### config.mk
export PLATFORM = sky130hd
export DESIGN_NAME = insn_ctrl_top
export DESIGN_NICKNAME = d
export VERILOG_FILES = /design/src/hw/insn_ctrl_pkg.sv /design/src/hw/ex_decode.sv /design/src/hw/id_decode.sv /design/src/hw/insn_ctrl_top.sv /design/src/hw/operand_forward.sv
export SDC_FILE = /design/constraint.sdc
export NUM_CORES = 1
export LEC_CHECK = 0
export BUFFER_PORTS_ARGS = -buffer_cell sky130_fd_sc_hd__buf_2
export CAP_MARGIN = 5
export CORE_AREA = 4 4 118 120
export DETAILED_ROUTE_END_ITERATION = 8
export DIE_AREA = 0 0 122 124
export PLACE_DENSITY = 0.93
export SETUP_SLACK_MARGIN = 0.05
export SYNTH_ARGS = -nofsm -noshare
export SYNTH_HDL_FRONTEND = slang
export SYNTH_SLANG_ARGS = --single-unit
### constraint.sdc
create_clock -name clk -period 3.4 [get_ports clk]
set_input_delay 0.17 -clock clk [delete_from_list [all_inputs] [get_ports clk]]
set_output_delay 0.17 -clock clk [all_outputs]
set_load 0.02 [all_outputs]
### src/hw/insn_ctrl_pkg.sv
package insn_ctrl_pkg;

	//////////////////////////////////////////////////
	// widths and basic types

	localparam int INSN_W = 32;

	typedef logic [INSN_W-1:0] insn_t;
	typedef logic [4:0]        reg_addr_t;
	typedef logic [5:0]        opcode_t;

	//////////////////////////////////////////////////
	// major opcodes, bits 31:26

	localparam opcode_t OP_J      = 6'h00;
	localparam opcode_t OP_JAL    = 6'h01;
	localparam opcode_t OP_BNF    = 6'h03;
	localparam opcode_t OP_BF     = 6'h04;
	localparam opcode_t OP_NOP    = 6'h05;
	localparam opcode_t OP_MOVHI  = 6'h06;
	localparam opcode_t OP_XSYNC  = 6'h08;
	localparam opcode_t OP_RFE    = 6'h09;
	localparam opcode_t OP_JR     = 6'h11;
	localparam opcode_t OP_JALR   = 6'h12;
	localparam opcode_t OP_LWZ    = 6'h21;
	localparam opcode_t OP_LWS    = 6'h22;
	localparam opcode_t OP_LBZ    = 6'h23;
	localparam opcode_t OP_LBS    = 6'h24;
	localparam opcode_t OP_LHZ    = 6'h25;
	localparam opcode_t OP_LHS    = 6'h26;
	localparam opcode_t OP_ADDI   = 6'h27;
	localparam opcode_t OP_ADDIC  = 6'h28;
	localparam opcode_t OP_ANDI   = 6'h29;
	localparam opcode_t OP_ORI    = 6'h2A;
	localparam opcode_t OP_XORI   = 6'h2B;
	localparam opcode_t OP_MFSPR  = 6'h2D;
	localparam opcode_t OP_SFXXI  = 6'h2F;
	localparam opcode_t OP_MTSPR  = 6'h30;
	localparam opcode_t OP_SW     = 6'h35;
	localparam opcode_t OP_SB     = 6'h36;
	localparam opcode_t OP_SH     = 6'h37;
	localparam opcode_t OP_ALU    = 6'h38;
	localparam opcode_t OP_SFXX   = 6'h39;

	// bubble word, l.nop with bit 16 set
	localparam insn_t     NOP_INSN = 32'h1541_0000;
	// r9 takes the return address
	localparam reg_addr_t LINK_REG = 5'd9;

	//////////////////////////////////////////////////
	// encoded operation fields

	typedef logic [2:0] branch_op_t;
	localparam branch_op_t BR_NOP = 3'd0;
	localparam branch_op_t BR_J   = 3'd1;
	localparam branch_op_t BR_JR  = 3'd2;
	localparam branch_op_t BR_BF  = 3'd4;
	localparam branch_op_t BR_BNF = 3'd5;
	localparam branch_op_t BR_RFE = 3'd6;

	typedef logic [4:0] alu_op_t;
	localparam alu_op_t ALU_ADD   = 5'h00;
	localparam alu_op_t ALU_ADDC  = 5'h01;
	localparam alu_op_t ALU_SUB   = 5'h02;
	localparam alu_op_t ALU_AND   = 5'h03;
	localparam alu_op_t ALU_OR    = 5'h04;
	localparam alu_op_t ALU_XOR   = 5'h05;
	localparam alu_op_t ALU_MUL   = 5'h06;
	localparam alu_op_t ALU_SHROT = 5'h08;
	localparam alu_op_t ALU_DIV   = 5'h09;
	localparam alu_op_t ALU_DIVU  = 5'h0A;
	localparam alu_op_t ALU_MOVHI = 5'h10;
	localparam alu_op_t ALU_COMP  = 5'h11;
	localparam alu_op_t ALU_NOP   = 5'h1F;

	// write-back source sits above the write-enable bit
	typedef logic [3:0] rfwb_op_t;
	localparam logic [2:0] RFWB_ALU  = 3'd0;
	localparam logic [2:0] RFWB_LR   = 3'd1;
	localparam logic [2:0] RFWB_SPRS = 3'd2;
	localparam logic [2:0] RFWB_LSU  = 3'd3;
	localparam rfwb_op_t   RFWB_NOP  = 4'd0;

	typedef logic [3:0] lsu_op_t;
	localparam lsu_op_t LSU_NOP = 4'd0;
	localparam lsu_op_t LSU_LWZ = 4'd4;
	localparam lsu_op_t LSU_LWS = 4'd5;
	localparam lsu_op_t LSU_LBZ = 4'd6;
	localparam lsu_op_t LSU_LBS = 4'd7;
	localparam lsu_op_t LSU_LHZ = 4'd8;
	localparam lsu_op_t LSU_LHS = 4'd9;
	localparam lsu_op_t LSU_SW  = 4'd12;
	localparam lsu_op_t LSU_SB  = 4'd13;
	localparam lsu_op_t LSU_SH  = 4'd14;

	typedef logic [1:0] sel_t;
	localparam sel_t SEL_RF      = 2'd0;
	localparam sel_t SEL_IMM     = 2'd1;
	localparam sel_t SEL_EX_FORW = 2'd2;
	localparam sel_t SEL_WB_FORW = 2'd3;

	//////////////////////////////////////////////////
	// stage control bundles

	typedef struct packed {
		insn_t      insn;
		branch_op_t branch_op;
		lsu_op_t    lsu_op;
		logic [31:0] simm;
		logic       sel_imm;
	} id_ctrl_t;

	typedef struct packed {
		alu_op_t    alu_op;
		logic [3:0] alu_op2;
		logic [3:0] comp_op;
		rfwb_op_t   rfwb_op;
		reg_addr_t  rf_addrw;
		branch_op_t branch_op;
		logic [31:0] simm;
		logic       illegal;
		logic       syscall;
		logic       trap;
		logic       spr_read;
		logic       spr_write;
	} ex_ctrl_t;

	// ex stage with nothing in it
	localparam ex_ctrl_t EX_CTRL_IDLE = '{
		alu_op:    ALU_NOP,
		alu_op2:   4'd0,
		comp_op:   4'd0,
		rfwb_op:   RFWB_NOP,
		rf_addrw:  5'd0,
		branch_op: BR_NOP,
		simm:      32'd0,
		illegal:   1'b0,
		syscall:   1'b0,
		trap:      1'b0,
		spr_read:  1'b0,
		spr_write: 1'b0
	};

endpackage

### src/hw/ex_decode.sv
`timescale 1ns/1ps

module ex_decode
	import insn_ctrl_pkg::*;
(
	input  logic      clk,
	input  logic      rst_n,
	input  id_ctrl_t  id_ctrl,
	input  logic      id_freeze,
	input  logic      ex_freeze,
	input  logic      wb_freeze,
	input  logic      flush,
	output ex_ctrl_t  ex_ctrl,
	output insn_t     ex_insn,
	output insn_t     wb_insn,
	output reg_addr_t wb_rfaddrw
);

	insn_t    id_insn;
	opcode_t  id_op;
	alu_op_t  alu_sub;
	logic     bubble;
	ex_ctrl_t ex_next;
	ex_ctrl_t bubble_ctrl;

	assign id_insn = id_ctrl.insn;
	assign id_op   = id_insn[31:26];
	assign alu_sub = id_insn[4:0];

	// id stalled while ex moves on, or the pipe is killed
	assign bubble = (!ex_freeze && id_freeze) || flush;

	//////////////////////////////////////////////////
	// decode of the id instruction into ex controls

	always_comb begin
		ex_next           = EX_CTRL_IDLE;
		ex_next.alu_op2   = id_insn[9:6];
		ex_next.comp_op   = id_insn[24:21];
		ex_next.rf_addrw  = id_insn[25:21];
		ex_next.branch_op = id_ctrl.branch_op;
		ex_next.simm      = id_ctrl.simm;
		// l.sys and l.trap share the xsync opcode
		ex_next.syscall   = (id_insn[31:23] == {OP_XSYNC, 3'b000});
		ex_next.trap      = (id_insn[31:23] == {OP_XSYNC, 3'b010});

		case (id_op)
			OP_J, OP_BNF, OP_BF, OP_NOP, OP_XSYNC, OP_RFE, OP_JR,
			OP_SW, OP_SB, OP_SH: ;
			OP_JAL, OP_JALR: begin
				ex_next.rfwb_op  = {RFWB_LR, 1'b1};
				ex_next.rf_addrw = LINK_REG;
			end
			OP_MOVHI: begin
				ex_next.alu_op  = ALU_MOVHI;
				ex_next.rfwb_op = {RFWB_ALU, 1'b1};
			end
			OP_ADDI: begin
				ex_next.alu_op  = ALU_ADD;
				ex_next.rfwb_op = {RFWB_ALU, 1'b1};
			end
			OP_ADDIC: begin
				ex_next.alu_op  = ALU_ADDC;
				ex_next.rfwb_op = {RFWB_ALU, 1'b1};
			end
			OP_ANDI: begin
				ex_next.alu_op  = ALU_AND;
				ex_next.rfwb_op = {RFWB_ALU, 1'b1};
			end
			OP_ORI: begin
				ex_next.alu_op  = ALU_OR;
				ex_next.rfwb_op = {RFWB_ALU, 1'b1};
			end
			OP_XORI: begin
				ex_next.alu_op  = ALU_XOR;
				ex_next.rfwb_op = {RFWB_ALU, 1'b1};
			end
			OP_ALU: begin
				ex_next.alu_op  = {1'b0, id_insn[3:0]};
				ex_next.rfwb_op = {RFWB_ALU, 1'b1};
				// no multiplier or divider in this core
				ex_next.illegal = (alu_sub == ALU_DIV) || (alu_sub == ALU_DIVU) ||
					(alu_sub == ALU_MUL);
			end
			OP_SFXX, OP_SFXXI: ex_next.alu_op = ALU_COMP;
			OP_MFSPR: begin
				ex_next.spr_read = 1'b1;
				ex_next.rfwb_op  = {RFWB_SPRS, 1'b1};
			end
			OP_MTSPR: ex_next.spr_write = 1'b1;
			OP_LWZ, OP_LWS, OP_LBZ, OP_LBS, OP_LHZ, OP_LHS:
				ex_next.rfwb_op = {RFWB_LSU, 1'b1};
			default: ex_next.illegal = 1'b1;
		endcase
	end

	// immediate keeps flowing unless ex itself is frozen
	always_comb begin
		bubble_ctrl      = EX_CTRL_IDLE;
		bubble_ctrl.simm = ex_freeze ? ex_ctrl.simm : id_ctrl.simm;
	end

	//////////////////////////////////////////////////
	// id -> ex registers

	always_ff @(posedge clk) begin
		if (!rst_n) begin
			ex_insn <= NOP_INSN;
			ex_ctrl <= EX_CTRL_IDLE;
		end else if (bubble) begin
			ex_insn <= NOP_INSN;
			ex_ctrl <= bubble_ctrl;
		end else if (!ex_freeze) begin
			ex_insn <= id_insn;
			ex_ctrl <= ex_next;
		end
	end

	//////////////////////////////////////////////////
	// ex -> wb

	// wb write address feeds the forwarding compare
	always_ff @(posedge clk) begin
		if (!rst_n) begin
			wb_insn    <= NOP_INSN;
			wb_rfaddrw <= 5'd0;
		end else if (!wb_freeze) begin
			wb_insn    <= ex_insn;
			wb_rfaddrw <= ex_ctrl.rf_addrw;
		end
	end

endmodule

### src/hw/id_decode.sv
`timescale 1ns/1ps

module id_decode
	import insn_ctrl_pkg::*;
(
	input  logic      clk,
	input  logic      rst_n,
	input  insn_t     if_insn,
	input  logic      id_freeze,
	input  logic      flush,
	output id_ctrl_t  id_ctrl,
	output reg_addr_t rf_addra,
	output reg_addr_t rf_addrb,
	output logic      rf_rda,
	output logic      rf_rdb
);

	insn_t      id_insn;
	branch_op_t id_branch_op;
	logic       id_sel_imm;
	lsu_op_t    id_lsu_op;
	logic [31:0] id_simm;
	opcode_t    if_op;
	opcode_t    id_op;

	assign if_op = if_insn[31:26];
	assign id_op = id_insn[31:26];

	// register file read ports look at the fetched word directly
	assign rf_addra = if_insn[20:16];
	assign rf_addrb = if_insn[15:11];
	assign rf_rda   = if_insn[31];
	assign rf_rdb   = if_insn[30];

	//////////////////////////////////////////////////
	// if -> id latch

	always_ff @(posedge clk) begin
		if (!rst_n) begin
			id_insn      <= NOP_INSN;
			id_branch_op <= BR_NOP;
			id_sel_imm   <= 1'b0;
		end else if (flush) begin
			id_insn      <= NOP_INSN;
			id_branch_op <= BR_NOP;
			// the nop bubble carries no immediate
			id_sel_imm   <= 1'b0;
		end else if (!id_freeze) begin
			id_insn <= if_insn;

			case (if_op)
				OP_J, OP_JAL: id_branch_op <= BR_J;
				OP_JR, OP_JALR: id_branch_op <= BR_JR;
				OP_BNF: id_branch_op <= BR_BNF;
				OP_BF: id_branch_op <= BR_BF;
				OP_RFE: id_branch_op <= BR_RFE;
				default: id_branch_op <= BR_NOP;
			endcase

			// operand b comes from the register file for these
			case (if_op)
				OP_JALR, OP_JR, OP_RFE, OP_MFSPR, OP_MTSPR, OP_XSYNC,
				OP_SW, OP_SB, OP_SH, OP_ALU, OP_SFXX, OP_NOP: id_sel_imm <= 1'b0;
				default: id_sel_imm <= 1'b1;
			endcase
		end
	end

	//////////////////////////////////////////////////
	// id stage decode

	always_comb begin
		case (id_op)
			OP_LWZ: id_lsu_op = LSU_LWZ;
			OP_LWS: id_lsu_op = LSU_LWS;
			OP_LBZ: id_lsu_op = LSU_LBZ;
			OP_LBS: id_lsu_op = LSU_LBS;
			OP_LHZ: id_lsu_op = LSU_LHZ;
			OP_LHS: id_lsu_op = LSU_LHS;
			OP_SW: id_lsu_op = LSU_SW;
			OP_SB: id_lsu_op = LSU_SB;
			OP_SH: id_lsu_op = LSU_SH;
			default: id_lsu_op = LSU_NOP;
		endcase
	end

	// immediate extension
	always_comb begin
		case (id_op)
			OP_ADDI, OP_ADDIC, OP_XORI, OP_SFXXI,
			OP_LWZ, OP_LWS, OP_LBZ, OP_LBS, OP_LHZ, OP_LHS:
				id_simm = {{16{id_insn[15]}}, id_insn[15:0]};
			// stores split the offset around rD
			OP_SW, OP_SB, OP_SH:
				id_simm = {{16{id_insn[25]}}, id_insn[25:21], id_insn[10:0]};
			OP_MTSPR:
				id_simm = {16'd0, id_insn[25:21], id_insn[10:0]};
			default:
				id_simm = {16'd0, id_insn[15:0]};
		endcase
	end

	assign id_ctrl = '{
		insn:      id_insn,
		branch_op: id_branch_op,
		lsu_op:    id_lsu_op,
		simm:      id_simm,
		sel_imm:   id_sel_imm
	};

endmodule

### src/hw/insn_ctrl_top.sv
`timescale 1ns/1ps

module insn_ctrl_top
	import insn_ctrl_pkg::*;
(
	input  logic      clk,
	input  logic      rst_n,
	input  insn_t     if_insn,
	input  logic      id_freeze,
	input  logic      ex_freeze,
	input  logic      wb_freeze,
	input  logic      flush,
	input  logic      wbforw_valid,
	output id_ctrl_t  id_ctrl,
	output ex_ctrl_t  ex_ctrl,
	output insn_t     ex_insn,
	output insn_t     wb_insn,
	output reg_addr_t rf_addra,
	output reg_addr_t rf_addrb,
	output logic      rf_rda,
	output logic      rf_rdb,
	output sel_t      sel_a,
	output sel_t      sel_b
);

	reg_addr_t wb_rfaddrw;

	//////////////////////////////////////////////////
	// decode stages

	id_decode id_decode_inst (
		.clk       (clk),
		.rst_n     (rst_n),
		.if_insn   (if_insn),
		.id_freeze (id_freeze),
		.flush     (flush),
		.id_ctrl   (id_ctrl),
		.rf_addra  (rf_addra),
		.rf_addrb  (rf_addrb),
		.rf_rda    (rf_rda),
		.rf_rdb    (rf_rdb)
	);

	ex_decode ex_decode_inst (
		.clk        (clk),
		.rst_n      (rst_n),
		.id_ctrl    (id_ctrl),
		.id_freeze  (id_freeze),
		.ex_freeze  (ex_freeze),
		.wb_freeze  (wb_freeze),
		.flush      (flush),
		.ex_ctrl    (ex_ctrl),
		.ex_insn    (ex_insn),
		.wb_insn    (wb_insn),
		.wb_rfaddrw (wb_rfaddrw)
	);

	// operand mux selects from both stages
	operand_forward operand_forward_inst (
		.id_ctrl      (id_ctrl),
		.ex_ctrl      (ex_ctrl),
		.wb_rfaddrw   (wb_rfaddrw),
		.wbforw_valid (wbforw_valid),
		.sel_a        (sel_a),
		.sel_b        (sel_b)
	);

endmodule

### src/hw/operand_forward.sv
`timescale 1ns/1ps

module operand_forward
	import insn_ctrl_pkg::*;
(
	input  id_ctrl_t  id_ctrl,
	input  ex_ctrl_t  ex_ctrl,
	input  reg_addr_t wb_rfaddrw,
	input  logic      wbforw_valid,
	output sel_t      sel_a,
	output sel_t      sel_b
);

	reg_addr_t src_a;
	reg_addr_t src_b;
	logic      ex_we;

	assign src_a = id_ctrl.insn[20:16];
	assign src_b = id_ctrl.insn[15:11];
	// low bit of rfwb_op is the write enable
	assign ex_we = ex_ctrl.rfwb_op[0];

	// ex result is newer than wb, so it wins
	always_comb begin
		if ((src_a == ex_ctrl.rf_addrw) && ex_we)
			sel_a = SEL_EX_FORW;
		else if ((src_a == wb_rfaddrw) && wbforw_valid)
			sel_a = SEL_WB_FORW;
		else
			sel_a = SEL_RF;
	end

	always_comb begin
		if (id_ctrl.sel_imm)
			sel_b = SEL_IMM;
		else if ((src_b == ex_ctrl.rf_addrw) && ex_we)
			sel_b = SEL_EX_FORW;
		else if ((src_b == wb_rfaddrw) && wbforw_valid)
			sel_b = SEL_WB_FORW;
		else
			sel_b = SEL_RF;
	end

endmodule

After elaboration in Yosys (flattened, before gate mapping)
Index checks and enable logic that the tools add are counted.

storage, ports and cells
  word-level logic and storage cells = 112
  input port bits = 39
  flip-flop bits (word level) = 166
  output and inout bits = 214

cells by class
  mux-type cells = 18
  bitwise gates (word level) = 1
  reduce and logical (&&, ||, !) cells = 23
  equality and inequality tests = 52

operators by type and width
  kind                                                 count
  equality test 6 bit, second input constant           26
  one-hot mux 32 bit (3 select lines)                  1
  2-to-1 mux 37 bit                                    2
  one-hot mux 5 bit (8 select lines)                   1
  one-hot mux 4 bit (9 select lines)                   1
  2-to-1 mux 32 bit                                    1
  equality test 6 x 3 -> 1 bit, second input constant  5
  OR reduction 28 bit                                  1
  equality test 6 x 4 -> 1 bit, second input constant  4
  equality test 6 x 5 -> 1 bit, second input constant  4
  equality test 5 bit                                  4
  equality test 9 x 7 -> 1 bit, second input constant  2
  one-hot mux 3 bit (5 select lines)                   1
  equality test 6 x 1 -> 1 bit, second input constant  2
  equality test 6 x 2 -> 1 bit, second input constant  2
  logical NOT 6 bit                                    2
  one-hot mux 3 bit (4 select lines)                   1
  OR reduction 12 bit                                  1
  OR reduction 2 bit                                   6
  equality test 5 x 4 -> 1 bit, second input constant  2
  2-to-1 mux 2 bit                                     5
  OR reduction 10 bit                                  1
  OR reduction 7 bit                                   1
  OR reduction 6 bit                                   1
  9 further kinds                                      17

Depth between registers and ports, before layout
Gate-level depths: netlist of the first run.

  depth after elaboration = 6
  depth in mapped cells = 7
  mapped depth without buffers = 4

Cells and area by module
Synthesis of the first run repeated with hierarchy kept, for this count alone.

second synthesis, totals
  cell total of the unflattened synthesis = 754
  area, all modules = 7,377.1 µm²

modules (own cells, without submodules)
  module           times used  seq. area each (µm²)  cells each  area an instance (µm²)
  ex_decode        1           2,482.4               500         5,118.7
  id_decode        1           720.7                 222         1,996.9
  operand_forward  1           0.0                   32          261.5

Least setup slack after synthesis of the first run
Ideal clock, no wire load.

  path kind = register to output
  from = register id_decode_inst.id_insn[29]
  to = output id_ctrl[17] (netlist name)
  data arrival time = 1,856 ps
  slack = 1,374 ps
  cell stages (with the launch flop) = 7
  path through = dfxtp_1 -> buf_2 -> or4b_1 -> nand2_1 -> nand3_1 -> nand2_1 -> buf_4

RTL lines
  item                    RTL line             source
  start, declared         id_decode.sv:18      insn_t id_insn;
  start signal, assigned  id_decode.sv:49      id_insn <= if_insn;
  end, declared           insn_ctrl_top.sv:14  output id_ctrl_t id_ctrl,

==> summary.md, run 1 <==
- clkbuf_16 — clock root buffer master
- 420 ps — clk_lat worst skew
- 0.345 GHz — achievable clock frequency
- 0 — Routed Antenna Nets
- 251 — Port Buffers
- 0 — Post-synth EDFFs
- 1015 — Fillers
- 18.0 um — routed len/inst
- 0 — Remaining Overflow, GRT
- 5673 — vias in the first global route
- 959 — Final nets
- 5.37 — via density per instance
- 9.05 sq um — mean post-synth cell area
- 22.7% — synthesis-to-layout area growth
- 6 — Detailed Routing Iterations Pass 1
- 9.8% — combinational cell fraction of total power
- 1109 — final cell count without fillers
- 25 — maximum fanout along the worst path
- 0% — fraction of synthesis flops using an asynchronous set or reset pin
- 6.58% — met3 Track Usage GR
- 0 — # Post-CTS Setup Buffers
- 504 nW/um^2 — power density over the cells
- 416 uV — worst-case vdd ir drop
- 13.5 mm — HPWL after DPL
- 0.00410 uW — Leak Pwr
- dfxtp_1 42%, mux2i_1 13%, buf_4 9.3% — leading cell types by total area after synthesis
- 0 — drc violations
- 967 ps — dpl ws
- dfxtp_1 — post-synthesis cell type with the largest combined area
- dfxtp_1 — ys flop type
- 0 — number of diodes added for antenna fixing
- 0 ps — total negative slack
- 42.3% — sequential-to-total area share from yosys stat
- 145 — flip-flop and latch count after synthesis
- 3200 uW — internal power
- 4 — total number of H-tree levels
- 530 — Initial DRC Count
- 25.6% — total track usage
- 122 um — die outline width
- 57 — maximum number of pins on one net before global-route repair
- 15100 sq um — die area
- dfxtp_1 — most frequent cell after synthesis
- 42.3% — fraction of synthesized cell area taken by the top area cell type
- 52.9% — initial cell density of the core
- false — RSZ-0062 raised after global routing
- 145 — Sink Count
- input port to register — worst hold path type
- 44.0% — GR Layer Usage met2
- 0 — Yosys warning count
- met2 — highest-utilization routing layer at the global route stage
- 85.3% — fin crit share
- 29.5% — met1 demand-to-capacity share in global routing
- register to output pin — CP Class
- 0 — Fin. Hold Viols
- 41.8% — sequential group share of total power
- output pin — kind of capture point of the worst setup path
- 925 ps — actual transition at the worst max-transition pin
- 2900 ps — Min Clock Period, post-route
- 0 — max_cap viols
- 24.6% — switching share of power
- 13000 sq um — total core area
- 1040 uW — net switching power
- 0 — Final setup violation count
- 500 ps — post-layout worst setup margin
- 0 — number of antenna violations at the first check in global routing
- done — CTS tree
- 8420 sq um — post-route design area
- 42 — # rows
- 0 — final number of max-transition violations
- 32.7% — fraction of layout cells with a size suffix above 1
- 60 ps — post-CTS clock slew at the launch and capture registers of the worst setup and hold paths
- 1059 — post-placement cell count
- 0 — Gates resized, CTS repair
- 4240 uW — overall power of the completed layout
- 124 um — Die Height
- 20.0 mm — sum of routed wire length over all layers
- 145 x dfxtp_1, 88 x mux2i_1, 85 x buf_4 — top cells by instance count after synthesis
- register — type of element launching the critical path
- 758 — synthesized instance count
- 3230 ps — data required time of the worst path
- 2730 ps — signal arrival time at the worst endpoint
- 253 — # IOs
- 7580 sq um — placement-stage cell area
- 5957 — via count
- 0.864 — final weighted congestion of routability-driven global placement
- 48.4% — clock network power share
- 797 — number of nets produced by synthesis
- 2 — maximum number of buffers from clock root to sink
- 37.7% — worst relative slew slack
- 29.8 mm — global-route wire length before repair
- 6.67 ps — final setup skew
- 60 — distinct cell type count of the synthesized netlist
- completed — result of the run
- 17 — cts bufs inserted
- 6860 sq um — Syn Std Cell Area
==> layout by cell type, fill, tap and decap left out, types with 15 or more instances in the layout <==
| master | count |
|---|---|
| dfxtp_1 | 145 |
| o21ai_0 | 19 |
| nand3_1 | 15 |
| a21oi_1 | 31 |
| xor2_1 | 18 |
| clkbuf_16 | 17 |
| buf_2 | 250 |
| nor2_1 | 70 |
| nand2_1 | 69 |
| dlygate4sd3_1 | 18 |
| nor2b_1 | 41 |
| mux2i_1 | 88 |
==> logic make-up (layout without fill, tap and decap cells) <==
group	after synthesis	in the layout	synth area share, %
and+or+nand+nor	242	242	17.3
DFF	145	145	42.3
buffers and inverters	145	320	12.8
AOI/OAI and AO/OA	106	106	10.5
muxes	94	94	13.8
xor gates and xnor gates	24	24	3.06
adders and majority gates	1	1	0.146
other	1	1	0.0547
==> metal layers <==
metal	part of all wire [%]	vias up
met5	0	-
met4	3.2	0
met3	7.5	56
met2	50	273
met1	39	2804
li1	-	2824
==> metrics by stage <==
| stage | hold slack [ps] | utilization, % |
|---|---|---|
| global placement | 397 | 58.4 |
| floorplan | 295 | - |
| CTS | 3.47 | 64.9 |
| detailed placement | 406 | 58.4 |
| finish | 18.2 | 64.9 |
| global route | 35.3 | 64.9 |
==> power by group through the flow <==
| stage | Combinational [uW] | Clock, uW | Sequential (uW) |
|---|---|---|---|
| floorplan | 285 | 0 | 1820 |
| global placement | 389 | 0 | 1810 |
| detailed placement | 393 | 0 | 1810 |
| CTS | 413 | 2080 | 1770 |
| global route | 444 | 2150 | 1780 |
| finish | 414 | 2060 | 1770 |
==> path summary, 6_finish.rpt <==
path / to / startpoint / cells after the start / slack, ps
worst min register to register: ex_decode_inst.ex_ctrl[52]$_SDFFE_PP0N_ / ex_decode_inst.ex_ctrl[52]$_SDFFE_PP0N_ / 2 / 470
worst max register to register: ex_decode_inst.ex_ctrl[20]$_SDFFE_PN0N_ / id_decode_inst.id_insn[26]$_SDFFE_PP1N_ / 4 / 960
worst max-delay path: id_ctrl[16] / id_decode_inst.id_insn[26]$_SDFFE_PP1N_ / 4 / 500
worst min-delay path: id_decode_inst.id_insn[18]$_SDFFE_PP0N_ / if_insn[18] / 3 / 20
==> area by class of cell <==
type                            count  area (sq um)  area share [%]
Multi-Input combinational cell    468          3090            36.7
Clock inverter                     15           231            2.75
Inverter                            8          30.0           0.357
Timing Repair Buffer              280          1520            18.1
Sequential cell                   145          2900            34.5
Tap cell                          176           220            2.62
Clock buffer                       17           425            5.05
==> registers in the layout, indices dropped and copies added, names as in the netlist <==
| signal | flops |
|---|---|
| ex_decode_inst.wb_insn | 32 |
| ex_decode_inst.wb_rfaddrw | 5 |
| ex_decode_inst.ex_ctrl | 40 |
| id_decode_inst.id_sel_imm | 1 |
| id_decode_inst.id_branch_op | 3 |
| id_decode_inst.id_insn | 32 |
| ex_decode_inst.ex_insn | 32 |
==> what timing repair did <==
| item | CTS | global route |
|---|---|---|
| hold endpoints to repair | 18 | 0 |
| endpoints found under the setup margin | 0 | 0 |
| hold buffers | 18 | 0 |
==> critical path, cell delays in order (launching register included) <==
cell      delay, ps
dfxtp_1         840
o21ai_0         300
a211oi_4        560
mux2_2          440
buf_2           170
Note: power is estimated with default switching activity, not from simulation.
==> run 2, diff against run 1 <==
--- a/config.mk
+++ b/config.mk
@@ -7,11 +7,12 @@
 export LEC_CHECK = 0
 export BUFFER_PORTS_ARGS = -buffer_cell sky130_fd_sc_hd__buf_2
 export CAP_MARGIN = 5
-export CORE_AREA = 4 4 118 120
+export CORE_AREA = 4 4 121 123
 export DETAILED_ROUTE_END_ITERATION = 8
-export DIE_AREA = 0 0 122 124
-export PLACE_DENSITY = 0.93
+export DIE_AREA = 0 0 125 127
+export PLACE_DENSITY = 0.94
 export SETUP_SLACK_MARGIN = 0.05
 export SYNTH_ARGS = -nofsm -noshare
 export SYNTH_HDL_FRONTEND = slang
+export SYNTH_HIERARCHICAL = 1
 export SYNTH_SLANG_ARGS = --single-unit
==> summary.md, run 2 <==
- dfxtp_1 — worst-path cell with the longest stage delay
- 0 — Gates resized, CTS repair
- 2820 ps — Min Clock Period, post-route
- 21.2 mm — sum of routed wire length over all layers
- 43 — # rows
- buf_2 — most common cell after layout, fill and taps aside
- done — CTS tree
- 6311 — via count
- 1000 ps — worst-case register-to-register setup slack
- 1 — Worst Path Buf+Inv
- 160 — flip-flop and latch count after synthesis
- 43.4% — sequential-to-total area share from yosys stat
- 23.0% — synthesis-to-layout area growth
- 160 — Sink Count
- 1143 — final cell count without fillers
- 125 um — die outline width
- 0 — Final setup violation count
- 54.0% — initial cell density of the core
- id_ctrl[14] — capturing instance or port of the critical path
- 160 x dfxtp_1, 131 x mux2i_1, 72 x nor2_1 — top cells by instance count after synthesis
- 5 — Detailed Routing Iterations Pass 1
- 989 — Final nets
- ex_decode_inst/ex_ctrl — register containing the most flip-flops in the final layout
- 754 — synthesized instance count
- simple AND/OR/NAND/NOR gates — Top Family by Delay on Critical Path
- dfxtp_1 — ys flop type
- dfxtp_1 — post-synthesis cell type with the largest combined area
- 17 — cts bufs inserted
- 410 ps — clk_lat worst skew
- 5 — number of cells on the worst reg-to-reg path
- 0% — fraction of synthesis flops using an asynchronous set or reset pin
- ex_decode_inst/ex_ctrl[18]$_SDFFE_PN0N_ — FF-to-FF End
- 32.3% — fraction of layout cells with a size suffix above 1
- 250 x buf_2, 160 x dfxtp_1, 131 x mux2i_1 — highest-count cells in the layout ignoring fill and taps
- 6125 — vias in the first global route
- 82.8% — fin crit share
- 0 — Routed Antenna Nets
- nand2b_1 -> nor3b_2 -> mux2_2 -> buf_2 — cell breakdown of the critical path
- 127 um — Die Height
- 60 — max reg flops
- 793 — number of nets produced by synthesis
- output pin — kind of capture point of the worst setup path
- register to output pin — CP Class
- 43.4% — fraction of synthesized cell area taken by the top area cell type
- 460 — Initial DRC Count
- 6.15 ps — final setup skew
- 0 — final number of max-transition violations
- 1 — number of antenna violations at the first check in global routing
- 20 — maximum fanout along the worst path
- 0 — Remaining Overflow, GRT
- 292 uV — worst-case vdd ir drop
- 0.355 GHz — achievable clock frequency
- dfxtp_1 43%, mux2i_1 18%, nor2b_1 6.0% — leading cell types by total area after synthesis
- 0 — # Post-CTS Setup Buffers
- ex_decode_inst/ex_ctrl: 60 flops, ex_decode_inst/wb_insn: 32 flops, id_decode_inst/id_insn: 32 flops — registers with the most flip-flops
- 3230 ps — data required time of the worst path
- 25.8% — total track usage
- 7380 sq um — Syn Std Cell Area
- false — RSZ-0062 raised after global routing
- id_decode_inst/id_insn[31]$_SDFFE_PP0N_ — worst setup path startpoint
- 49 — maximum number of pins on one net before global-route repair
- 460 nW/um^2 — power density over the cells
- completed — result of the run
- 5.52 — via density per instance
- 0 — Fin. Hold Viols
- 18.5 um — routed len/inst
- 6 — Yosys warning count
- 4 — critical path depth
- 2 — maximum number of buffers from clock root to sink
- 0.00437 uW — Leak Pwr
- 32.9 mm — global-route wire length before repair
- register — type of element launching the critical path
- 1094 — post-placement cell count
- 2650 ps — signal arrival time at the worst endpoint
- id_decode_inst/id_insn[31]$_SDFFE_PP0N_ — beginning of the worst register-to-register path
- 1140 ps — actual transition at the worst max-transition pin
- 4 — total number of H-tree levels
- dfxtp_1 — most frequent cell after synthesis
- 14.4 mm — HPWL after DPL
- 253 — # IOs
- 0 — drc violations
- 251 — Port Buffers
- 0 ps — total negative slack
- 790 ps — delay of the slowest critical-path stage
- 0 — max_cap viols
- 1069 — Fillers
- 60 ps — post-CTS clock slew at the launch and capture registers of the worst setup and hold paths
- 23.9% — worst relative slew slack
- clkbuf_16 — clock root buffer master
- 17 — cts hold-fix bufs
- 13700 sq um — total core area
- 0 — Post-synth EDFFs
- input port to register — worst hold path type
- 15900 sq um — die area
- 9.78 sq um — mean post-synth cell area
- 0.871 — final weighted congestion of routability-driven global placement
- 67 — distinct cell type count of the synthesized netlist
run 2: cell families (layout without fill, tap and decap cells):
| kind of cell | Yosys count | count (layout) | share of synthesized area, % |
|---|---|---|---|
| AOI/OAI and AO/OA | 72 | 72 | 7.51 |
| xor gates and xnor gates | 26 | 26 | 3.09 |
| adders and majority gates | 1 | 1 | 0.136 |
| buffers and inverters | 109 | 317 | 8.75 |
| DFF | 160 | 160 | 43.4 |
| muxes | 136 | 136 | 18.5 |
| other | 1 | 2 | 0.0508 |
| and+or+nand+nor | 249 | 249 | 18.5 |
run 2: power by group:
group	switching, uW	total [uW]	internal, uW	leakage, uW
logic	245	415	170	0.00280
registers	50.3	1950	1900	0.00129
clock network	747	1810	1060	0.000272
run 2: worst min-delay path by stage:
stage / start / endpoint / slack [ps] / cells past startpoint
floorplan: if_insn[16] / id_decode_inst/id_insn[16]$_SDFFE_PP1N_ / 290 / 2
global placement: if_insn[23] / id_decode_inst/id_insn[23]$_SDFFE_PP0N_ / 400 / 3
detailed placement: if_insn[24] / id_decode_inst/id_insn[24]$_SDFFE_PP1N_ / 400 / 3
CTS: if_insn[25] / id_decode_inst/id_insn[25]$_SDFFE_PP0N_ / 0.5 / 3
global route: if_insn[15] / id_decode_inst/id_insn[15]$_SDFFE_PP0N_ / 8 / 3
finish: if_insn[19] / id_decode_inst/id_insn[19]$_SDFFE_PP0N_ / 20 / 3
run 2: cell type report:
class / count / area (sq um) / area share, %
Multi-Input combinational cell: 485 / 3550 / 39.1
Sequential cell: 160 / 3200 / 35.3
Timing Repair Buffer: 279 / 1510 / 16.7
Clock buffer: 22 / 474 / 5.23
Tap cell: 180 / 225 / 2.48
Clock inverter: 9 / 82.6 / 0.910
Inverter: 7 / 26.3 / 0.290
Antenna cell: 1 / 2.50 / 0.0276
run 2: stage by stage:
stage               power [uW]  cell area (sq um)  util, %  worst slack (ps)  hold slack [ps]
floorplan                 2280               7380        -               766              295
global placement          2380               8340     61.1              1140              397
detailed placement        2390               8340     61.1              1050              404
CTS                       4190               9070     66.4               586            0.546
global route              4320               9070     66.4               413             8.43
finish                    4170               9070     66.4               585             16.1
run 2: layer usage:
metal | track usage, % | wire length, um
met4 | 11.5 | 635
met3 | 7.02 | 1690
met1 | 31.0 | 8520
met2 | 43.5 | 10300
met5 | 0 | 0
run 2: tightest hold or removal path, stage by stage:
cell	delay, ps
buf_2	90
mux2i_1	60
nor2_1	70
